===== src/hdl/spi_pkg.sv =====
/* Shared SPI slave definitions: frame sizes, opcode enum, status byte,
   frame and response word layouts, and synchronized pin events. */

package spi_pkg;

   localparam int frame_bits_c   = 32;
   localparam int payload_bits_c = 24;
   localparam int cnt_bits_c     = $clog2(frame_bits_c);
   localparam int sync_stages_c  = 2; // Flops in front of each pin before edge detection.

   typedef enum logic [7:0] {
      op_nop  = 8'h00,
      op_data = 8'h01,
      op_echo = 8'h02
   } opcode_e;

   // Status byte returned in the low byte of every response.
   typedef struct packed {
      logic [4:0] reserved;
      logic       bad_opcode;
      logic       rx_overrun;
      logic       tx_loaded;
   } status_t;

   typedef struct packed {
      logic [payload_bits_c-1:0] payload;
      logic [7:0]                opcode;
   } spi_frame_t;

   typedef struct packed {
      logic [payload_bits_c-1:0] payload;
      status_t                   status;
   } tx_word_t;

   typedef struct packed {
      logic sck_rise;
      logic sck_fall;
      logic ss_fall;
      logic ss_rise;
      logic ss_active;
      logic mosi;
   } pin_events_t;

endpackage


===== src/hdl/spi_frame_ctrl.sv =====
/* Frame controller: opcode decode, host read and write buffers,
   status flags and selection of the next response word. */

`timescale 1ns/1ps

module spi_frame_ctrl (
   input  logic                               clk,
   input  logic                               reset,
   input  spi_pkg::spi_frame_t                rx_frame,
   input  logic                               rx_valid,
   input  logic                               tx_loaded_ack,
   input  logic                               wr_en,
   input  logic [spi_pkg::payload_bits_c-1:0] wr_data,
   output logic                               wr_buffer_free,
   input  logic                               rd_ack,
   output logic [spi_pkg::payload_bits_c-1:0] rd_data,
   output logic                               rd_data_available,
   output spi_pkg::tx_word_t                  next_tx
);
   import spi_pkg::*;

   logic                      host_full;
   logic [payload_bits_c-1:0] host_word;
   logic                      echo_pending;
   logic [payload_bits_c-1:0] echo_word;
   logic [payload_bits_c-1:0] last_payload;
   logic                      rd_avail_q;
   logic [payload_bits_c-1:0] rd_data_q;
   logic                      overrun_q;
   logic                      bad_op_q;
   status_t                   status;

   always_ff @(posedge clk) begin
      if (wr_en && !host_full) host_word <= wr_data;
      if (rx_valid && rx_frame.opcode == op_echo) echo_word <= rx_frame.payload;
      if (rx_valid && rx_frame.opcode == op_data && !rd_avail_q) begin
         rd_data_q <= rx_frame.payload;
      end
   end

   always_ff @(posedge clk) begin
      if (reset) begin
         host_full    <= 1'b0;
         echo_pending <= 1'b0;
         last_payload <= '0;
         rd_avail_q   <= 1'b0;
         overrun_q    <= 1'b0;
         bad_op_q     <= 1'b0;
      end else begin
         if (wr_en && !host_full) host_full <= 1'b1;
         if (rd_ack) rd_avail_q <= 1'b0;
         // The shifter took the word, so retire its source and the reported flags.
         if (tx_loaded_ack) begin
            overrun_q <= 1'b0;
            bad_op_q  <= 1'b0;
            if (host_full) begin
               host_full    <= 1'b0;
               last_payload <= host_word;
            end else if (echo_pending) begin
               echo_pending <= 1'b0;
               last_payload <= echo_word;
            end
         end
         if (rx_valid) begin
            case (rx_frame.opcode)
               op_nop: ;
               op_data: begin
                  if (rd_avail_q) overrun_q <= 1'b1; // Host has not read the last one.
                  else rd_avail_q <= 1'b1;
               end
               op_echo: echo_pending <= 1'b1;
               default: bad_op_q <= 1'b1;
            endcase
         end
      end
   end

   always_comb begin
      status            = '0;
      status.tx_loaded  = host_full;
      status.rx_overrun = overrun_q;
      status.bad_opcode = bad_op_q;
      next_tx.status    = status;
      // Host word first, then a pending echo, else repeat what went out last.
      if (host_full) next_tx.payload = host_word;
      else if (echo_pending) next_tx.payload = echo_word;
      else next_tx.payload = last_payload;
   end

   assign wr_buffer_free    = ~host_full;
   assign rd_data           = rd_data_q;
   assign rd_data_available = rd_avail_q;

endmodule


===== src/hdl/spi_pin_sync.sv =====
/* Pin synchronizers for SCK, SS and MOSI with edge pulses. */

`timescale 1ns/1ps

module spi_pin_sync (
   input  logic                 clk,
   input  logic                 reset,
   input  logic                 sck,
   input  logic                 ss,
   input  logic                 mosi,
   output spi_pkg::pin_events_t events
);
   import spi_pkg::*;

   // The top bit of the SCK and SS chains holds the previous synchronized value.
   logic [sync_stages_c:0]   sck_sr;
   logic [sync_stages_c:0]   ss_sr;
   logic [sync_stages_c-1:0] mosi_sr;

   always_ff @(posedge clk) begin
      if (reset) begin
         sck_sr  <= '0;
         ss_sr   <= '1; // Slave select idles high.
         mosi_sr <= '0;
      end else begin
         sck_sr  <= {sck_sr[sync_stages_c-1:0], sck};
         ss_sr   <= {ss_sr[sync_stages_c-1:0], ss};
         mosi_sr <= {mosi_sr[sync_stages_c-2:0], mosi};
      end
   end

   assign events.sck_rise  = sck_sr[sync_stages_c-1] & ~sck_sr[sync_stages_c];
   assign events.sck_fall  = ~sck_sr[sync_stages_c-1] & sck_sr[sync_stages_c];
   assign events.ss_fall   = ~ss_sr[sync_stages_c-1] & ss_sr[sync_stages_c];
   assign events.ss_rise   = ss_sr[sync_stages_c-1] & ~ss_sr[sync_stages_c];
   assign events.ss_active = ~ss_sr[sync_stages_c-1];
   assign events.mosi      = mosi_sr[sync_stages_c-1];

endmodule


===== src/hdl/spi_rx_shifter.sv =====
/* Receive shifter: collects MOSI bits LSB first into a 32-bit frame. */

`timescale 1ns/1ps

module spi_rx_shifter (
   input  logic                 clk,
   input  logic                 reset,
   input  spi_pkg::pin_events_t events,
   output spi_pkg::spi_frame_t  rx_frame,
   output logic                 rx_valid
);
   import spi_pkg::*;

   logic [frame_bits_c-1:0] shift_q;
   logic [cnt_bits_c-1:0]   bit_cnt;
   logic                    valid_q;

   // New bits enter at the MSB, so the first bit ends up in bit 0.
   always_ff @(posedge clk) begin
      if (events.sck_rise && events.ss_active) begin
         shift_q <= {events.mosi, shift_q[frame_bits_c-1:1]};
      end
   end

   always_ff @(posedge clk) begin
      if (reset) begin
         bit_cnt <= '0;
         valid_q <= 1'b0;
      end else begin
         valid_q <= 1'b0;
         if (events.ss_fall || events.ss_rise) begin
            bit_cnt <= '0; // A partial frame is thrown away here.
         end else if (events.sck_rise && events.ss_active) begin
            bit_cnt <= bit_cnt + 1'b1;
            if (bit_cnt == cnt_bits_c'(frame_bits_c - 1)) begin
               valid_q <= 1'b1;
            end
         end
      end
   end

   assign rx_frame = shift_q;
   assign rx_valid = valid_q;

endmodule


===== src/hdl/spi_slave_top.sv =====
/* SPI slave top: pin synchronizer, receive and transmit shifters,
   and frame controller. */

`timescale 1ns/1ps

module spi_slave_top (
   input  logic                               clk,
   input  logic                               reset,
   input  logic                               sck,
   input  logic                               ss,
   input  logic                               mosi,
   output logic                               miso,
   input  logic                               wr_en,
   input  logic [spi_pkg::payload_bits_c-1:0] wr_data,
   output logic                               wr_buffer_free,
   input  logic                               rd_ack,
   output logic [spi_pkg::payload_bits_c-1:0] rd_data,
   output logic                               rd_data_available
);
   import spi_pkg::*;

   pin_events_t events;
   spi_frame_t  rx_frame;
   logic        rx_valid;
   tx_word_t    next_tx;
   logic        tx_loaded_ack;

   spi_pin_sync spi_pin_sync_inst (
      .clk    (clk),
      .reset  (reset),
      .sck    (sck),
      .ss     (ss),
      .mosi   (mosi),
      .events (events)
   );

   spi_rx_shifter spi_rx_shifter_inst (
      .clk      (clk),
      .reset    (reset),
      .events   (events),
      .rx_frame (rx_frame),
      .rx_valid (rx_valid)
   );

   spi_tx_shifter spi_tx_shifter_inst (
      .clk           (clk),
      .reset         (reset),
      .events        (events),
      .next_tx       (next_tx),
      .miso          (miso),
      .tx_loaded_ack (tx_loaded_ack)
   );

   spi_frame_ctrl spi_frame_ctrl_inst (
      .clk               (clk),
      .reset             (reset),
      .rx_frame          (rx_frame),
      .rx_valid          (rx_valid),
      .tx_loaded_ack     (tx_loaded_ack),
      .wr_en             (wr_en),
      .wr_data           (wr_data),
      .wr_buffer_free    (wr_buffer_free),
      .rd_ack            (rd_ack),
      .rd_data           (rd_data),
      .rd_data_available (rd_data_available),
      .next_tx           (next_tx)
   );

endmodule


===== src/hdl/spi_tx_shifter.sv =====
/* Transmit shifter: loads the response at frame start and drives MISO. */

`timescale 1ns/1ps

module spi_tx_shifter (
   input  logic                 clk,
   input  logic                 reset,
   input  spi_pkg::pin_events_t events,
   input  spi_pkg::tx_word_t    next_tx,
   output logic                 miso,
   output logic                 tx_loaded_ack
);
   import spi_pkg::*;

   logic [frame_bits_c-1:0] tx_q;
   logic                    miso_q;
   logic                    ack_q;

   always_ff @(posedge clk) begin
      if (events.ss_fall) begin
         tx_q <= next_tx;
      end else if (events.sck_fall && events.ss_active) begin
         tx_q <= {1'b0, tx_q[frame_bits_c-1:1]};
      end
   end

   // MISO holds the current bit, tx_q[1] is the one after it.
   always_ff @(posedge clk) begin
      if (reset) begin
         miso_q <= 1'b0;
         ack_q  <= 1'b0;
      end else begin
         ack_q <= events.ss_fall;
         if (events.ss_fall) begin
            miso_q <= next_tx[0];
         end else if (!events.ss_active) begin
            miso_q <= 1'b0;
         end else if (events.sck_fall) begin
            miso_q <= tx_q[1];
         end
      end
   end

   assign miso          = miso_q;
   assign tx_loaded_ack = ack_q;

endmodule


===== config.mk =====
export PLATFORM = sky130hd
export DESIGN_NAME = spi_slave_top
export DESIGN_NICKNAME = d
export VERILOG_FILES = /design/src/hdl/spi_pkg.sv /design/src/hdl/spi_frame_ctrl.sv /design/src/hdl/spi_pin_sync.sv /design/src/hdl/spi_rx_shifter.sv /design/src/hdl/spi_slave_top.sv /design/src/hdl/spi_tx_shifter.sv
export SDC_FILE = /design/constraint.sdc
export NUM_CORES = 1
export LEC_CHECK = 0
export ABC_AREA = 1
export BUFFER_PORTS_ARGS = -buffer_cell sky130_fd_sc_hd__clkbuf_2
export CAP_MARGIN = 20
export CORE_MARGIN = 2
export CORE_UTILIZATION = 54
export CTS_BUF_LIST = sky130_fd_sc_hd__clkbuf_2 sky130_fd_sc_hd__clkbuf_4 sky130_fd_sc_hd__clkbuf_8
export CTS_CLUSTER_DIAMETER = 120
export DETAILED_ROUTE_END_ITERATION = 7
export GPL_TIMING_DRIVEN = 0
export HOLD_SLACK_MARGIN = 0.03
export PLACE_DENSITY = 0.73
export SETUP_SLACK_MARGIN = 0.5
export SLEW_MARGIN = 20
export SYNTH_ARGS = -nofsm -noshare
export SYNTH_HDL_FRONTEND = slang
export SYNTH_HIERARCHICAL = 1
export SYNTH_SLANG_ARGS = --single-unit
export TNS_END_PERCENT = 5

===== constraint.sdc =====
create_clock -name clk -period 3.05 [get_ports clk]
set_input_delay 0.61 -clock clk [delete_from_list [all_inputs] [get_ports clk]]
set_output_delay 0.61 -clock clk [all_outputs]
set_load 0.01 [all_outputs]

==> metrics.cfg <==
[die]
dieArea_mm2=0.0140
rows=41
die_h_um=119
core_mm2=0.0127
initial_core_util_pct=55.7
die_w_um=119
io_pins=58

[run_status]
status=finished, final reports clean

[timing]
worst_pin_slew_ns=1.01
rsz0062_at_grt=no
tns_ns=0
layout_setup_ws_ns=0.914
fmax_mhz=468
post-route-min-period_ns=2.14
hold_violations=0
finalSetupViolCount=0
fin_crit_sh_pct=70.0
fin_skew_ns=0.00902
slew_viol_final=0
max-slew-margin-rel_pct=32.5

[power_and_ir_drop]
ir_drop_v=0.000407
switching_share_pct=23.6
seqPwrFrac_pct=59.8
p_per_area_mw_per_mm2=563
power_frac_clock_pct=35.2
leakagePower_nw=3.42
combPwrFrac_pct=5.0
p_sw_mw=1.06
intPower_mw=3.44

[logic_synthesis]
ys_warn_count=6
yosysUniqueCellTypes=29
avgSynthCellArea_um2=11.2
netlist_area_mm2=0.00708
syn_inst=631
yosysSeqAreaShare_pct=70.0
synth.top_cell.area_share_pct=57.3
synth.area.top_cells=edfxtp_1 57%, dfxtp_1 13%, nand2_1 12%
ys_ff_latch=180
synth_top_area_cell=edfxtp_1

[grt]
antenna_found_initial=0
gr-total-overflow=0
grt_use_total_pct=19.2
grt_pass1_wl_um=21100
grt_max_degree=40
grt_pass1_vias=4467

[worst_setup_path]
r2r_slack_ns=0.91
crit_start=spi_pin_sync_inst/ss_sr[2]$_SDFF_PP1_
cp-end-kind=flop
r2r_cells=5
critPathRequiredTime_ns=3.14
arrival_ns=2.22
r2r-start=spi_pin_sync_inst/ss_sr[2]$_SDFF_PP1_
worstPathMaxFanout=31
critPathLaunchType=flop
critPathCapture=spi_tx_shifter_inst/tx_q[19]$_DFFE_PP_
criticalPathCategory=flop to flop
reg2reg_to=spi_tx_shifter_inst/tx_q[19]$_DFFE_PP_

[route]
dr_total_vias=4365
firstDrtPassIters=5
drc_errors=0
ant_nets=0
wl_per_cell_um=13.9
wirelength_um=12400
avgViaCountPerCell=4.87
initialDrtViolationCount=289

[clock_tree]
cts_buffers=17
cts_root_buffer=clkbuf_8
cts_tree=yes
clk_path_buf_depth=2
cts_resized=0
clk_latency_ns=0.45
clk_pin_slew_ns=0.09
clock_sinks=180
cts_hold_buf=0
post_cts_buffers=0
cts.htree.levels=4

[finish]
multiInputGateArea_mm2=0.00160
layout_commonest_cell=nand2_1
area.sequential_mm2=0.00495
area_growth_pct=12.9
diodes=0
drive_above_1_share_pct=21.5
fillers=1011
nNetsFinal=744
final_cell_mix=216 x nand2_1, 135 x edfxtp_1, 75 x inv_1

[placement]
pre_cts_ws_ns=0.889
gp_congestion=0.796
port_buffers=57
place_hpwl_um=8520

[run]
drv_cap=0

[worst_hold_path]
min-delay-path-class=input pin to flop

-- synth_stat cells --
cell type and number:
nand2_1 217, edfxtp_1 135, inv_1 75, dfxtp_1 45, o21a_1 24, a21oi_2 23, o21ai_0 20, nor2_1 18
buf_4 12, buf_2 11, a21oi_1 10, nand3_1 6, inv_2 5, o21ai_1 5, clkbuf_1 4, nand2_2 4
buf_6 3, ha_1 2, nor2_2 2, buf_12 1, buf_8 1, conb_1 1, inv_4 1, inv_8 1
nand3b_1 1, nand4_1 1, nor3_4 1, o21bai_1 1, or2_2 1
-- per-layer routing --
layer	part of all wire, %	GRT usage [%]	vias up
met5	0	0	-
met4	1.9	8.18	0
met3	4.4	4.58	18
met2	47	31.0	100
met1	47	25.0	2048
li1	-	-	2199
-- power by group through the flow --
stage | Sequential, mW | Clock (mW) | Combinational (mW)
floorplan | 2.74 | 0 | 0.154
global placement | 2.75 | 0 | 0.216
detailed placement | 2.75 | 0 | 0.223
CTS | 2.69 | 1.63 | 0.225
global route | 2.70 | 1.73 | 0.253
finish | 2.69 | 1.58 | 0.225
-- final cells by class --
cell class              instances  share of cell area, %
inverters                      82                   3.98
repair buffers                 57                   3.57
well taps                     172                   2.69
flip-flops and latches        180                   62.0
multi-input cells             341                   20.0
clock inverters                15                   1.99
plain buffers                  32                   2.87
clock buffers                  17                   2.93
-- state kept, by name, indices dropped and copies added, names as in the netlist --
signal                                 flops
spi_frame_ctrl_inst/bad_op_q               1
spi_frame_ctrl_inst/echo_pending           1
spi_frame_ctrl_inst/echo_word             24
spi_frame_ctrl_inst/host_full              1
spi_frame_ctrl_inst/host_word             24
spi_frame_ctrl_inst/last_payload          24
spi_frame_ctrl_inst/overrun_q              1
spi_frame_ctrl_inst/rd_data               24
spi_frame_ctrl_inst/rd_data_available      1
spi_pin_sync_inst/mosi_sr                  2
spi_pin_sync_inst/sck_sr                   3
spi_pin_sync_inst/ss_sr                    3
spi_rx_shifter_inst/bit_cnt                5
spi_rx_shifter_inst/rx_frame              32
spi_rx_shifter_inst/rx_valid               1
spi_tx_shifter_inst/miso                   1
spi_tx_shifter_inst/tx_loaded_ack          1
spi_tx_shifter_inst/tx_q                  31
-- cells by family (layout without fill, tap and decap cells) --
kind of cell	after synthesis	after routing	share of synthesized area (%)
compound gates	83	83	7.97
simple gates	251	251	13.9
fa+ha+maj	2	2	0.353
buf+inv	114	203	7.72
flops	180	180	70.0
other cells	1	5	0.0530
-- worst min-delay path by stage --
| stage | end | start | slack, ns | cells after the start |
|---|---|---|---|---|
| final | spi_frame_ctrl_inst/host_word[1]$_DFFE_PP_ | wr_data[1] | 0.32 | 1 |
| after global routing | spi_frame_ctrl_inst/host_word[11]$_DFFE_PP_ | wr_data[11] | 0.30 | 1 |
| after CTS | spi_frame_ctrl_inst/host_word[1]$_DFFE_PP_ | wr_data[1] | 0.29 | 1 |
| after detailed placement | spi_pin_sync_inst/ss_sr[1]$_SDFF_PP1_ | spi_pin_sync_inst/ss_sr[0]$_SDFF_PP1_ | 0.40 | 2 |
| after global placement | spi_pin_sync_inst/mosi_sr[1]$_SDFF_PP0_ | spi_pin_sync_inst/mosi_sr[0]$_SDFF_PP0_ | 0.39 | 2 |
| after floorplan | spi_pin_sync_inst/ss_sr[1]$_SDFF_PP1_ | spi_pin_sync_inst/ss_sr[0]$_SDFF_PP1_ | 0.39 | 2 |
-- metrics by stage --
| step | total power, mW | hold slack (ns) | cell area (µm²) | util, % | cells |
|---|---|---|---|---|---|
| after detailed placement | 2.97 | 0.400 | 7600 | 59.7 | 864 |
| after global routing | 4.67 | 0.295 | 7990 | 62.8 | 896 |
| after CTS | 4.55 | 0.290 | 7990 | 62.8 | 896 |
| final | 4.50 | 0.324 | 7990 | 62.8 | 896 |
| after floorplan | 2.89 | 0.386 | 7100 | - | 635 |
| after global placement | 2.96 | 0.395 | 7600 | 59.7 | 864 |
-- worst max-delay path, cell delays in order, from the launching register on --
cell     delay, ns
dfxtp_1       0.34
inv_1         0.04
nor2_1        0.46
inv_2         0.14
buf_2         0.23
nand2_2       0.57
Power figures use the tool's default switching activity.
